### config.mk
export PLATFORM = sky130hd
export DESIGN_NAME = lsu_top
export DESIGN_NICKNAME = d
export VERILOG_FILES = /design/src/lsu_ctrl_pkg.sv /design/src/lsu_data_pkg.sv /design/src/lsu_agu.sv /design/src/lsu_datapath.sv /design/src/lsu_fsm.sv /design/src/lsu_top.sv /design/src/lsu_wait_timer.sv
export VERILOG_INCLUDE_DIRS = /design/src /design/src/include
export SDC_FILE = /design/constraint.sdc
export NUM_CORES = 1
export LEC_CHECK = 0
export ABC_CLOCK_PERIOD_IN_PS = 4600
export BUFFER_PORTS_ARGS = -buffer_cell sky130_fd_sc_hd__buf_2
export CORE_AREA = 2 2 134 136
export CTS_CLUSTER_SIZE = 25
export DETAILED_ROUTE_END_ITERATION = 10
export DIE_AREA = 0 0 136 138
export PLACE_DENSITY_LB_ADDON = 0.2
export SYNTH_ARGS = -nofsm -noshare
export SYNTH_HDL_FRONTEND = slang
export SYNTH_SLANG_ARGS = --single-unit
export TNS_END_PERCENT = 50
### constraint.sdc
create_clock -name clock -period 4.6 [get_ports clock]
set_clock_uncertainty 0.2 [all_clocks]
set_input_delay 0.69 -clock clock [delete_from_list [all_inputs] [get_ports clock]]
set_output_delay 0.69 -clock clock [all_outputs]
set_load 0.1 [all_outputs]
### src/include/lsu_consts.svh
`ifndef LSU_CONSTS_SVH
`define LSU_CONSTS_SVH

// Width of data words and addresses
`define LSU_XLEN 32

// Cycles of dmem_valid without dmem_ready before a request is abandoned
`define LSU_BUS_TIMEOUT 16

// ----------------------------------------
// Exception cause codes, as mcause encodes them

`define LSU_EXC_INSTR_MISALIGN 4'd0
`define LSU_EXC_LOAD_MISALIGN  4'd4
`define LSU_EXC_LOAD_FAULT     4'd5
`define LSU_EXC_STORE_MISALIGN 4'd6
`define LSU_EXC_STORE_FAULT    4'd7

`endif

### src/lsu_ctrl_pkg.sv
`default_nettype none

package lsu_ctrl_pkg;

  typedef enum logic [1:0] {
    SIZE_BYTE = 2'd0,
    SIZE_HALF = 2'd1,
    SIZE_WORD = 2'd2
  } mem_size_t; // Matches funct3[1:0] of loads and stores

  typedef enum logic [1:0] {
    S_IDLE = 2'd0,
    S_REQ  = 2'd1, // Request is on the bus
    S_DONE = 2'd2
  } lsu_state_t;

endpackage

`default_nettype wire

### src/lsu_data_pkg.sv
`default_nettype none

`include "lsu_consts.svh"

package lsu_data_pkg;

  typedef logic [`LSU_XLEN-1:0] word_t; // Address or data word

  typedef logic [`LSU_XLEN/8-1:0] byteen_t; // One bit per byte lane

  typedef logic [3:0] ecause_t; // Exception cause code

endpackage

`default_nettype wire

### src/lsu_agu.sv
`default_nettype none

`include "lsu_consts.svh"

module lsu_agu (
  input  logic                    jal,
  input  logic                    jalr,
  input  logic                    branch,
  input  logic                    auipc,
  input  logic                    load,
  input  logic                    store,
  input  lsu_ctrl_pkg::mem_size_t size,
  input  lsu_data_pkg::word_t     rs1,
  input  lsu_data_pkg::word_t     pc,
  input  lsu_data_pkg::word_t     imm,
  output lsu_data_pkg::word_t     agu_address,
  output lsu_data_pkg::byteen_t   agu_byteen,
  output logic                    mem_access,
  output logic                    misalign,
  output lsu_data_pkg::ecause_t   mis_cause
);

  logic                imem_access;
  logic                base_pc;
  lsu_data_pkg::word_t sum;

  assign imem_access = jal | jalr | branch;
  assign mem_access  = load | store;
  assign base_pc     = auipc | jal | branch; // Targets relative to the pc

  assign sum         = (base_pc ? pc : rs1) + imm;
  assign agu_address = {sum[`LSU_XLEN-1:1], sum[0] & ~jalr}; // Jalr drops bit 0

  // ----------------------------------------
  // Byte lanes and alignment

  always_comb begin
    agu_byteen = 4'hF;
    misalign   = 1'b0;
    mis_cause  = `LSU_EXC_INSTR_MISALIGN;

    if (imem_access) begin
      misalign = |agu_address[1:0]; // No compressed instructions
    end else if (mem_access) begin
      mis_cause = load ? `LSU_EXC_LOAD_MISALIGN : `LSU_EXC_STORE_MISALIGN;
      case (size)
        lsu_ctrl_pkg::SIZE_BYTE: begin
          agu_byteen = 4'b0001 << agu_address[1:0];
        end
        lsu_ctrl_pkg::SIZE_HALF: begin
          agu_byteen = agu_address[1] ? 4'hC : 4'h3;
          misalign   = agu_address[0];
        end
        lsu_ctrl_pkg::SIZE_WORD: begin
          misalign = |agu_address[1:0];
        end
        default: begin
          misalign = 1'b1; // Unknown size is treated as misaligned
        end
      endcase

      if (misalign) begin
        agu_byteen = '0; // Nothing goes to the bus
      end
    end
  end

endmodule

`default_nettype wire

### src/lsu_datapath.sv
`default_nettype none

`include "lsu_consts.svh"

module lsu_datapath (
  input  logic                    clock,
  input  logic                    rst_n,
  input  logic                    capture_req,
  input  logic                    capture_rdata,
  input  logic                    fault,
  input  logic                    store,
  input  logic                    unsigned_load,
  input  lsu_ctrl_pkg::mem_size_t size,
  input  lsu_data_pkg::word_t     agu_address,
  input  lsu_data_pkg::word_t     rs2,
  input  lsu_data_pkg::word_t     dmem_rdata,
  input  lsu_data_pkg::byteen_t   agu_byteen,
  input  logic                    misalign,
  input  lsu_data_pkg::ecause_t   mis_cause,
  output lsu_data_pkg::word_t     address,
  output lsu_data_pkg::word_t     dmem_wdata,
  output lsu_data_pkg::word_t     load_data,
  output lsu_data_pkg::word_t     etval,
  output lsu_data_pkg::byteen_t   dmem_byteen,
  output logic                    exception,
  output lsu_data_pkg::ecause_t   ecause
);

  lsu_ctrl_pkg::mem_size_t size_q;
  logic                    unsigned_q;
  logic                    store_q;
  lsu_data_pkg::word_t     lane;
  lsu_data_pkg::word_t     extended;

  // ----------------------------------------
  // Load alignment and extension

  assign lane = dmem_rdata >> {address[1:0], 3'b000}; // Byte offset inside the word

  always_comb begin
    case (size_q)
      lsu_ctrl_pkg::SIZE_BYTE: extended = {{(`LSU_XLEN-8){~unsigned_q & lane[7]}}, lane[7:0]};
      lsu_ctrl_pkg::SIZE_HALF: extended = {{(`LSU_XLEN-16){~unsigned_q & lane[15]}}, lane[15:0]};
      default:                 extended = lane;
    endcase
  end

  // ----------------------------------------
  // Request and result registers

  always_ff @(posedge clock) begin
    if (capture_req) begin
      address     <= agu_address;
      dmem_byteen <= agu_byteen;
      size_q      <= size;
      unsigned_q  <= unsigned_load;
      store_q     <= store;
      case (size)
        lsu_ctrl_pkg::SIZE_BYTE: dmem_wdata <= {4{rs2[7:0]}}; // Every lane sees the byte
        lsu_ctrl_pkg::SIZE_HALF: dmem_wdata <= {2{rs2[15:0]}};
        default:                 dmem_wdata <= rs2;
      endcase
    end
    if (capture_rdata) begin
      load_data <= extended;
    end
  end

  always_ff @(posedge clock or negedge rst_n) begin
    if (!rst_n) begin
      exception <= 1'b0;
      ecause    <= '0;
    end else if (capture_req) begin
      exception <= misalign;
      ecause    <= misalign ? mis_cause : '0;
    end else if (fault) begin
      exception <= 1'b1;
      ecause    <= store_q ? `LSU_EXC_STORE_FAULT : `LSU_EXC_LOAD_FAULT;
    end
  end

  assign etval = address; // Both misalign and fault report the address

endmodule

`default_nettype wire

### src/lsu_fsm.sv
`default_nettype none

module lsu_fsm (
  input  logic clock,
  input  logic rst_n,
  input  logic start,
  input  logic mem_access,
  input  logic misalign,
  input  logic store,
  input  logic dmem_ready,
  input  logic expired,
  output logic busy,
  output logic done,
  output logic dmem_valid,
  output logic dmem_write,
  output logic capture_req,
  output logic capture_rdata,
  output logic fault,
  output logic timer_run
);

  lsu_ctrl_pkg::lsu_state_t state;
  lsu_ctrl_pkg::lsu_state_t state_next;
  logic                     write_q;

  assign busy          = (state != lsu_ctrl_pkg::S_IDLE);
  assign done          = (state == lsu_ctrl_pkg::S_DONE);
  assign dmem_valid    = (state == lsu_ctrl_pkg::S_REQ);
  assign dmem_write    = write_q;
  assign timer_run     = dmem_valid; // Timer clears as soon as the request ends

  assign capture_req   = start & ~busy;
  assign capture_rdata = dmem_valid & dmem_ready;
  assign fault         = dmem_valid & ~dmem_ready & expired; // Ready wins a tie

  // ----------------------------------------
  // Next state

  always_comb begin
    state_next = state;
    case (state)
      lsu_ctrl_pkg::S_IDLE: begin
        if (capture_req) begin
          state_next = (mem_access & ~misalign) ? lsu_ctrl_pkg::S_REQ : lsu_ctrl_pkg::S_DONE;
        end
      end
      lsu_ctrl_pkg::S_REQ: begin
        if (dmem_ready | expired) begin
          state_next = lsu_ctrl_pkg::S_DONE;
        end
      end
      lsu_ctrl_pkg::S_DONE: begin
        state_next = lsu_ctrl_pkg::S_IDLE;
      end
      default: begin
        state_next = lsu_ctrl_pkg::S_IDLE;
      end
    endcase
  end

  // ----------------------------------------
  // State and write flag

  always_ff @(posedge clock or negedge rst_n) begin
    if (!rst_n) begin
      state   <= lsu_ctrl_pkg::S_IDLE;
      write_q <= 1'b0;
    end else begin
      state <= state_next;
      if (capture_req) begin
        write_q <= store & mem_access & ~misalign; // Only a store that reaches the bus
      end else if (state_next != lsu_ctrl_pkg::S_REQ) begin
        write_q <= 1'b0;
      end
    end
  end

endmodule

`default_nettype wire

### src/lsu_top.sv
`default_nettype none

module lsu_top (
  input  logic                    clock,
  input  logic                    rst_n,
  input  logic                    start,
  input  logic                    jal,
  input  logic                    jalr,
  input  logic                    branch,
  input  logic                    auipc,
  input  logic                    load,
  input  logic                    store,
  input  lsu_ctrl_pkg::mem_size_t size,
  input  logic                    unsigned_load,
  input  lsu_data_pkg::word_t     rs1,
  input  lsu_data_pkg::word_t     pc,
  input  lsu_data_pkg::word_t     imm,
  input  lsu_data_pkg::word_t     rs2,
  output logic                    busy,
  output logic                    done,
  output lsu_data_pkg::word_t     address,
  output logic                    exception,
  output lsu_data_pkg::ecause_t   ecause,
  output lsu_data_pkg::word_t     etval,
  output lsu_data_pkg::word_t     load_data,
  output logic                    dmem_valid,
  output logic                    dmem_write,
  output lsu_data_pkg::word_t     dmem_addr,
  output lsu_data_pkg::byteen_t   dmem_byteen,
  output lsu_data_pkg::word_t     dmem_wdata,
  input  lsu_data_pkg::word_t     dmem_rdata,
  input  logic                    dmem_ready
);

  // ----------------------------------------
  // Internal nets

  logic                  mem_access;
  logic                  misalign;
  lsu_data_pkg::ecause_t mis_cause;
  lsu_data_pkg::word_t   agu_address;
  lsu_data_pkg::byteen_t agu_byteen;
  logic                  capture_req;
  logic                  capture_rdata;
  logic                  fault;
  logic                  timer_run;
  logic                  expired;

  lsu_agu lsu_agu_i (
    .jal         (jal),
    .jalr        (jalr),
    .branch      (branch),
    .auipc       (auipc),
    .load        (load),
    .store       (store),
    .size        (size),
    .rs1         (rs1),
    .pc          (pc),
    .imm         (imm),
    .agu_address (agu_address),
    .agu_byteen  (agu_byteen),
    .mem_access  (mem_access),
    .misalign    (misalign),
    .mis_cause   (mis_cause)
  );

  lsu_fsm lsu_fsm_i (
    .clock         (clock),
    .rst_n         (rst_n),
    .start         (start),
    .mem_access    (mem_access),
    .misalign      (misalign),
    .store         (store),
    .dmem_ready    (dmem_ready),
    .expired       (expired),
    .busy          (busy),
    .done          (done),
    .dmem_valid    (dmem_valid),
    .dmem_write    (dmem_write),
    .capture_req   (capture_req),
    .capture_rdata (capture_rdata),
    .fault         (fault),
    .timer_run     (timer_run)
  );

  lsu_wait_timer lsu_wait_timer_i (
    .clock   (clock),
    .rst_n   (rst_n),
    .run     (timer_run),
    .expired (expired)
  );

  lsu_datapath lsu_datapath_i (
    .clock         (clock),
    .rst_n         (rst_n),
    .capture_req   (capture_req),
    .capture_rdata (capture_rdata),
    .fault         (fault),
    .store         (store),
    .unsigned_load (unsigned_load),
    .size          (size),
    .agu_address   (agu_address),
    .rs2           (rs2),
    .dmem_rdata    (dmem_rdata),
    .agu_byteen    (agu_byteen),
    .misalign      (misalign),
    .mis_cause     (mis_cause),
    .address       (address),
    .dmem_wdata    (dmem_wdata),
    .load_data     (load_data),
    .etval         (etval),
    .dmem_byteen   (dmem_byteen),
    .exception     (exception),
    .ecause        (ecause)
  );

  assign dmem_addr = address; // Bus address is the registered address

endmodule

`default_nettype wire

### src/lsu_wait_timer.sv
`default_nettype none

`include "lsu_consts.svh"

module lsu_wait_timer (
  input  logic clock,
  input  logic rst_n,
  input  logic run,
  output logic expired
);

  localparam int unsigned count_w = $clog2(`LSU_BUS_TIMEOUT);
  localparam logic [count_w-1:0] last_count = count_w'(`LSU_BUS_TIMEOUT - 1);

  logic [count_w-1:0] count;

  always_ff @(posedge clock or negedge rst_n) begin
    if (!rst_n) begin
      count <= '0;
    end else if (!run) begin
      count <= '0; // Each request starts from zero
    end else begin
      count <= count + 1'b1;
    end
  end

  // Count equals the number of valid cycles already spent
  assign expired = run & (count == last_count);

endmodule

`default_nettype wire

Word-level counts from Yosys, hierarchy flattened
Cells that the tools add are included. W data, S select, Z words.

Add/sub/neg operators: 2. Multiply operators: 0. Div/mod/pow operators: 0. Order comparisons: 0. Eq/ne operators: 7. Shift-type cells: 2. Multiplexer cells: 27. Bitwise gates (word level): 23. Reduce and logical (&&, ||, !) cells: 8.

Operators by type and width (number): $pmux W32 S2 (2); $add A32 B32 Y32 (1); $mux W32 (1); $mux W4 (8); $shr A32 B5 Y32 (1); $and A1 B1 Y1 (11); $mux W2 (5); $mux W1 (8); $pmux W4 S2 (1); $eq A2 B1 Y1 const B (3); $logic_not A2 Y1 (3); $not A1 Y1 (6); $or A1 B1 Y1 (6); $reduce_bool A2 Y1 (3); $add A4 B1 Y4 const B (1); $eq A2 B2 Y1 const B (2); $eq A4 B4 Y1 const B (1); $pmux W2 S2 (1); $reduce_or A2 Y1 (2); $shl A1 B2 Y4 const A (1); $pmux W1 S3 (1); $ne A2 B1 Y1 const B (1).

Register bits after elaboration: 116. Latch bits: 0. Bits in writable memories: 0. Memory bits (read-only): 0. Memories kept: 0.

Logic depth before layout (Yosys ltp)
Gate-level depths: netlist of run 1.

Depth after elaboration: 19. Gate-level depth with buffers: 13. Gate-level depth less buffers: 12.

Modules after synthesis
A second synthesis of run 1 with hierarchy kept.

Cell total of the unflattened synthesis: 713. Area, all modules: 7662.3 µm².

By module, submodules not included: lsu_datapath (instances 1, cells each 308, area each 4624.4 µm², seq. area each 3248.1 µm²); lsu_agu (instances 1, cells each 340, area each 2436.1 µm², seq. area each 0.0 µm²); lsu_top (instances 1, cells each 32, area each 240.2 µm², seq. area each 0.0 µm²); lsu_fsm (instances 1, cells each 19, area each 186.4 µm², seq. area each 75.1 µm²); lsu_wait_timer (instances 1, cells each 14, area each 175.2 µm², seq. area each 100.1 µm²).

Worst setup path before layout of run 1
Ideal clock, no wire load.

Kind: input port to flip-flop. Start point: input auipc. End point: register lsu_datapath_i.address[24] (data pin). Library setup time: 0.263 ns. Arrival time: 3.830 ns. Required time: 4.137 ns. Slack: 0.306 ns. Stages: 13. Path buffers: 1. Cells stage by stage: nor3_1 -> clkbuf_1 -> mux2_2 -> ha_1 -> fa_1 -> a21oi_1 -> o21ai_1 -> a221oi_2 -> o221a_2 -> o31ai_4 -> a31o_4 -> a31oi_4 -> xnor2_1.

Longest elaborated chain between the ends: 4.

Ends and longest elaborated chain: start: declaration (line lsu_top.sv:10) `input logic auipc,`; $or A1 B1 Y1 (2 in series) (line lsu_agu.sv:29) `assign base_pc = auipc | jal | branch;`; $mux W32 (line lsu_agu.sv:31) `assign sum = (base_pc ? pc : rs1) + imm;`; $add A32 B32 Y32 (line lsu_agu.sv:31); net agu_address[24] (line lsu_top.sv:41) `lsu_data_pkg::word_t agu_address;`; end signal: assignment (line lsu_datapath.sv:53) `address <= agu_address;`; end: declaration (line lsu_datapath.sv:20) `output lsu_data_pkg::word_t address,`.

The timed path passes the listed nets, and every way through them passes these cells. A chain may end at the register's enable or synchronous reset.

Worst setup path in the final report of run 1
Start point: input auipc. End point: register lsu_datapath_i.address[31] (data pin).

The elaborated chain is that of the path after synthesis.

==> results.yml, run 1 <==
worst_hold_path:
  whs_path_depth: 1
  min_to: "lsu_datapath_i.unsigned_q"
  hp-class: "input pin to register"
  hp-start: "unsigned_load"
final_layout:
  syn_to_final_growth_pct: 29.39
  n_fill_cell: 1603
  postLayoutCoreUtil_pct: 52.90
  n_antenna_cell: 0
  stdcell_count: 1155
  fin_area_um2: 9275
  drive_above_1_share_pct: 48.38
  fin_nets: 1119
synth:
  syn_inst: 632
  synth_edf_count: 104
  syn_area_per_cell_um2: 11.34
  seq_area_frac_synth_pct: 47.41
  synthFlopType: "edfxtp_1"
  yosysUniqueCellTypes: 62
  syn_area_um2: 7168
  ys_async_sr_fraction_pct: 9.565
  synth-seq-cells: 115
  yosysWarnings: 0
  syn_nets: 838
place:
  hpwl_mm: 14.24
  dp.cells: 1122
  dp_slack_ns: 0.3711
  place.gp.congestion: 0.8765
  io_buffers: 344
  place_area_um2: 8653
timing:
  fin_tns_setup_ns: 0
  drv_slew: 0
  tightest_slew_ns: 1.140
  slew_headroom_pct: 23.68
  setup_violations: 0
  max_freq_mhz: 265.4
  fin_ws_ns: 0.8320
  period_minus_slack_ns: 3.768
  rsz0062_at_grt: "no"
  period_share_pct: 81.91
  report.final.hold_viol_count: 0
cts:
  clk_pin_slew_ns: 0.06
  h-tree-depth: 4
  postCtsSetupBuffers: 0
  cts.sinks: 115
  cts_buffers: 17
  clk_latency_ns: 0.40
  cts_buffer_depth: 2
  clock-root-buffer: "clkbuf_16"
  cts_tree: "yes"
critical_path:
  slowest_delay_ns: 0.36
  r2r.worst_path.cells: 4
  worstPathCellList: "buf_2 > nor3_2 > buf_4 > mux2_2 > ha_1 > a21oi_1 > o31ai_2 > o311ai_2 > o21ai_1 > a31oi_2 > o21ai_2 > a221oi_2 > xnor2_1"
  cp_max_fo: 15
  critPathCaptureType: "register"
  cp_num_buf_inv: 2
  required_ns: 4.55
  crit_family: "compound AO/OA/AOI/OAI gates"
  cp.arrival_ns: 3.72
  rr_endpoint: "lsu_datapath_i.load_data[22]"
  start_kind: "input pin"
  r2r-start: "lsu_datapath_i.address[1]"
  critPathSlowestCell: "mux2_2"
  worstSetupPathType: "input pin to register"
  worst-r2r-setup-slack_ns: 1.81
global_route:
  grt_max_degree: 46
  grt_pass1_wl_mm: 27.87
  antenna_found_initial: 4
  grt_pass1_vias: 5426
  grtUsageTotal_pct: 19.01
  overflow: 0
floorplanning:
  die_x_um: 136
  num_io_pins: 346
  dieArea_um2: 18770
  fp.dieH_um: 138
  rows: 49
  initial_core_util_pct: 40.88
  fp.coreArea_um2: 17530
route:
  dr.pass1.iters: 5
  via_count: 5818
  drc: 0
  viasPerCell: 5.037
  first_iter_violations: 242
  wl_per_cell_um: 15.97
  ant_nets: 0
  routed_wl_mm: 18.45
job:
  maxCapViolations: 0
power:
  ir_worst_vdd_uv: 335.6
  p_leak_uw: 0.004190
  power_density_nw_per_um2: 590.4
outcome:
  run_status: "finished clean"
how the worst max path moves through the flow:
stage | cells past startpoint | slack (ns) | startpoint | to
6_report | 13 | 0.83 | auipc | lsu_datapath_i.address[31]
5_1_grt | 13 | 0.66 | auipc | lsu_datapath_i.address[31]
4_1_cts | 13 | 0.82 | auipc | lsu_datapath_i.address[31]
3_5_place_dp | 13 | 0.37 | auipc | lsu_datapath_i.address[31]
3_3_place_gp | 13 | 0.48 | auipc | lsu_datapath_i.address[24]
2_1_floorplan | 13 | 0.31 | auipc | lsu_datapath_i.address[24]
routing by layer:
metal	wire length (um)	global-route usage, %
met5	50	0
met4	297	5.702
met3	1378	5.354
met2	9244	32.77
met1	7475	22.96
state kept, by name, summed over array words and instances, names as in the netlist:
name / cells
lsu_datapath_i.load_data: 32
lsu_datapath_i.unsigned_q: 1
lsu_datapath_i.ecause: 3
lsu_datapath_i.dmem_byteen: 4
lsu_datapath_i.dmem_wdata: 32
lsu_fsm_i.dmem_write: 1
lsu_datapath_i.size_q: 2
lsu_datapath_i.store_q: 1
lsu_wait_timer_i.count: 4
lsu_fsm_i.state: 2
lsu_datapath_i.exception: 1
lsu_datapath_i.address: 32
cell type report:
type / instances / area [um2] / area share, %
clock buffers: 17 / 425.4 / 4.587
clock inverters: 15 / 186.4 / 2.010
inverters: 10 / 38.79 / 0.4182
multi-input cells: 417 / 3156 / 34.02
flip-flops and latches: 115 / 3398 / 36.64
well taps: 229 / 286.5 / 3.089
repair buffers: 352 / 1784 / 19.24
logic make-up after synthesis:
logic type / after synthesis / synth area share (%)
XOR/XNOR: 34 / 4.154
other: 1 / 0.05231
adder cells (fa/ha/maj): 33 / 5.865
multiplexers: 74 / 11.17
AO/OA/AOI/OAI: 147 / 14.02
flip-flops: 115 / 47.41
buffers and inverters: 100 / 8.640
AND/OR/NAND/NOR: 128 / 8.693
report_power, final:
part           internal, uW  switching (uW)  total (uW)  leakage, uW
registers              1360            79.8        1440      0.00111
logic                   442            2250        2690      0.00278
clock network           823             520        1340     0.000301
metrics by stage:
stage	hold WS, ns	total power [uW]
floorplan	0.1944	3865
global placement	0.2535	4158
detailed placement	0.2543	4161
CTS	0.2407	5522
global route	0.2359	5686
finish	0.2627	5476
cells in the final DEF, fill, tap and decap left out, types with 17 or more instances in the layout:
cell,Yosys,routed
mux2i_1,26,26
ha_1,32,32
nand2_1,46,46
mux2_2,48,48
clkbuf_16,0,17
edfxtp_1,104,104
a21oi_1,45,45
buf_2,0,344
nor2_1,27,27
o21ai_0,37,37
xnor2_1,18,18
timing repair:
item | in CTS | in global routing
resized for setup | 0 | 0
hold endpoints to repair | 11 | 0
hold buffers | 1 | 0
cells in the mapped netlist, types with 2 or more instances:
cell | number | share of area [%]
edfxtp_1 | 104 | 44
buf_4 | 65 | 6.8
mux2_2 | 48 | 7.5
nand2_1 | 46 | 2.4
a21oi_1 | 45 | 3.1
o21ai_0 | 37 | 2.6
ha_1 | 32 | 5.6
nor2_1 | 27 | 1.4
mux2i_1 | 26 | 3.6
clkbuf_1 | 20 | 1.0
xnor2_1 | 18 | 2.2
nor2b_1 | 16 | 1.4
xor2_1 | 16 | 2.0
a21o_1 | 13 | 1.4
dfrtp_1 | 11 | 3.8
inv_1 | 9 | 0.47
a211oi_1 | 8 | 0.84
nand3_1 | 8 | 0.56
nand4_1 | 7 | 0.61
nand2b_1 | 6 | 0.52
buf_1 | 5 | 0.26
and2_1 | 4 | 0.35
o211ai_1 | 4 | 0.42
o21ai_1 | 4 | 0.28
o21bai_1 | 4 | 0.42
a31oi_1 | 3 | 0.26
and3_1 | 3 | 0.26
nor3_1 | 3 | 0.21
a221oi_2 | 2 | 0.42
a31o_1 | 2 | 0.24
and3_4 | 2 | 0.31
nand3b_1 | 2 | 0.21
o21a_1 | 2 | 0.21
o22ai_1 | 2 | 0.17
No activity file was read; power rests on OpenSTA's default activity.
==> inputs of run 2 (changes only) <==
--- a/config.mk
+++ b/config.mk
@@ -6,12 +6,12 @@
 export SDC_FILE = /design/constraint.sdc
 export NUM_CORES = 1
 export LEC_CHECK = 0
-export ABC_CLOCK_PERIOD_IN_PS = 4600
+export ABC_CLOCK_PERIOD_IN_PS = 3550
 export BUFFER_PORTS_ARGS = -buffer_cell sky130_fd_sc_hd__buf_2
-export CORE_AREA = 2 2 134 136
+export CORE_AREA = 2 2 135 137
 export CTS_CLUSTER_SIZE = 25
 export DETAILED_ROUTE_END_ITERATION = 10
-export DIE_AREA = 0 0 136 138
+export DIE_AREA = 0 0 137 139
 export PLACE_DENSITY_LB_ADDON = 0.2
 export SYNTH_ARGS = -nofsm -noshare
 export SYNTH_HDL_FRONTEND = slang
==> constraint.sdc (replaced) <==
create_clock -name clock -period 3.55 [get_ports clock]
set_clock_uncertainty 0.2 [all_clocks]
set_input_delay 0.5325 -clock clock [delete_from_list [all_inputs] [get_ports clock]]
set_output_delay 0.5325 -clock clock [all_outputs]
set_load 0.1 [all_outputs]
==> run 2 against run 1 <==
Worst setup slack got worse by 0.72 ns. Critical path depth rose by 1. Die area rose by 1.5%. First-iteration DRC count rose by 8.3%. Sequential share of layout area fell by 2.1 points. Cell area rose by 5.9%. Total power rose by 33%. Worst hold slack got worse by 0.16 ns. Sequential power rose by 31%. Combinational power rose by 34%. Clock power rose by 31%.
==> results.yml, run 2 (synthesized netlist as in run 1, its figures left out) <==
outcome:
  run_status: "finished clean"
floorplanning:
  rows: 49
  num_io_pins: 346
  die_x_um: 137
  fp.coreArea_um2: 17660
  initial_core_util_pct: 40.60
  fp.dieH_um: 139
  dieArea_um2: 19040
final_layout:
  layout_commonest_cell: "buf_2"
  drive_above_1_share_pct: 51.91
  stdcell_count: 1227
  fin_nets: 1189
  final_cell_mix: "344 x buf_2, 104 x edfxtp_1, 76 x buf_4"
  fin_area_um2: 9827
  top_regs: "lsu_datapath_i.address x32, lsu_datapath_i.dmem_wdata x32, lsu_datapath_i.load_data x32"
  postLayoutCoreUtil_pct: 55.65
  syn_to_final_growth_pct: 37.09
critical_path:
  required_ns: 3.50
  r2r-start: "lsu_datapath_i.address[0]"
  r2r.worst_path.cells: 4
  start_kind: "input pin"
  rr_endpoint: "lsu_datapath_i.load_data[19]"
  cp_max_fo: 14
  cp.arrival_ns: 3.39
  critPathCaptureType: "register"
  worst-r2r-setup-slack_ns: 1.20
  worstSetupPathType: "input pin to register"
route:
  via_count: 6092
  first_iter_violations: 262
  ant_nets: 0
  wl_per_cell_um: 16.51
  viasPerCell: 4.965
  drc: 0
  dr.pass1.iters: 5
  routed_wl_mm: 20.26
timing:
  max_freq_mhz: 291.1
  tightest_slew_ns: 0.9332
  report.final.hold_viol_count: 0
  rsz0062_at_grt: "no"
  drv_slew: 0
  setup_violations: 0
  period_share_pct: 96.78
  holdWs_ns: 0.1009
  fin_tns_setup_ns: 0
  slew_headroom_pct: 37.79
  period_minus_slack_ns: 3.436
cts:
  cts_buffers: 17
  ctsResizeCount: 0
  cts_buffer_depth: 2
  clock-root-buffer: "clkbuf_16"
  clk_pin_slew_ns: 0.05
  clk_latency_ns: 0.41
  cts_tree: "yes"
  postCtsSetupBuffers: 0
  h-tree-depth: 4
  cts.sinks: 115
worst_hold_path:
  whs_path_depth: 1
  hp-class: "input pin to register"
  min_to: "lsu_datapath_i.unsigned_q"
  hp-start: "unsigned_load"
global_route:
  overflow: 0
  grt_max_degree: 41
  grt_pass1_vias: 5930
  grtUsageTotal_pct: 20.86
  grt_pass1_wl_mm: 30.52
  antenna_found_initial: 3
place:
  hpwl_mm: 16.02
  dp.cells: 1192
  place_area_um2: 9210
  place.gp.congestion: 0.8466
  io_buffers: 344
power:
  ir_worst_vdd_uv: 444.6
  power_density_nw_per_um2: 739.2
  p_leak_uw: 0.004520
job:
  maxCapViolations: 0
## run 2: worst max path at each step
stage / from / endpoint / slack, ns
2_1_floorplan: branch / lsu_datapath_i.address[24] / -0.05
3_3_place_gp: branch / lsu_datapath_i.address[19] / -0.20
3_5_place_dp: branch / lsu_datapath_i.address[31] / -0.25
4_1_cts: branch / lsu_datapath_i.address[31] / 0.18
5_1_grt: branch / lsu_datapath_i.address[31] / 0.007
6_report: branch / lsu_datapath_i.address[31] / 0.11
## run 2: layer usage
| layer | part of all wire (%) | wire, um | vias up | track usage (%) |
|---|---|---|---|---|
| li1 | - | - | 2974 | - |
| met5 | 0.074 | 15 | - | 0 |
| met3 | 5.7 | 1158 | 29 | 3.545 |
| met1 | 42 | 8454 | 2845 | 25.67 |
| met4 | 1.8 | 372 | 2 | 7.108 |
| met2 | 51 | 10260 | 242 | 36.58 |
## run 2: per-stage QoR
stage               worst slack (ns)  total power (uW)
floorplan                   -0.04831              5013
global placement             -0.2008              5524
detailed placement           -0.2473              5531
CTS                           0.1774              7317
global route                0.006658              7513
finish                        0.1142              7264
## run 2: critical path, stage by stage
cell and delay [ns]:
buf_2 0.12, nor3_4 0.22, buf_12 0.17, mux2_2 0.35
ha_2 0.19, buf_4 0.14, a211oi_2 0.26, o31ai_2 0.11
o311ai_2 0.40, o21ai_1 0.15, a31oi_2 0.28, o21ai_2 0.10
a221oi_2 0.26, xnor2_1 0.10
## run 2: power by group
group          switching, uW  internal, uW
Clock                    593          1170
Sequential               125          1760
Combinational           2940           672
Total                   3660          3600
## run 2: timing repair
item                                    in CTS  in global routing
endpoints found under the setup margin       0                  0
endpoints found under the hold margin       11                  0
hold buffers                                 1                  0
## run 2: area by class of cell
cell class	instances	area, um2
Antenna cell	2	5.005
Inverter	10	38.79
Clock buffer	22	444.2
Sequential cell	115	3398
Tap cell	229	286.5
Multi-Input combinational cell	417	3174
Fill cell	1561	7830
Timing Repair Buffer	422	2322
Clock inverter	10	157.7
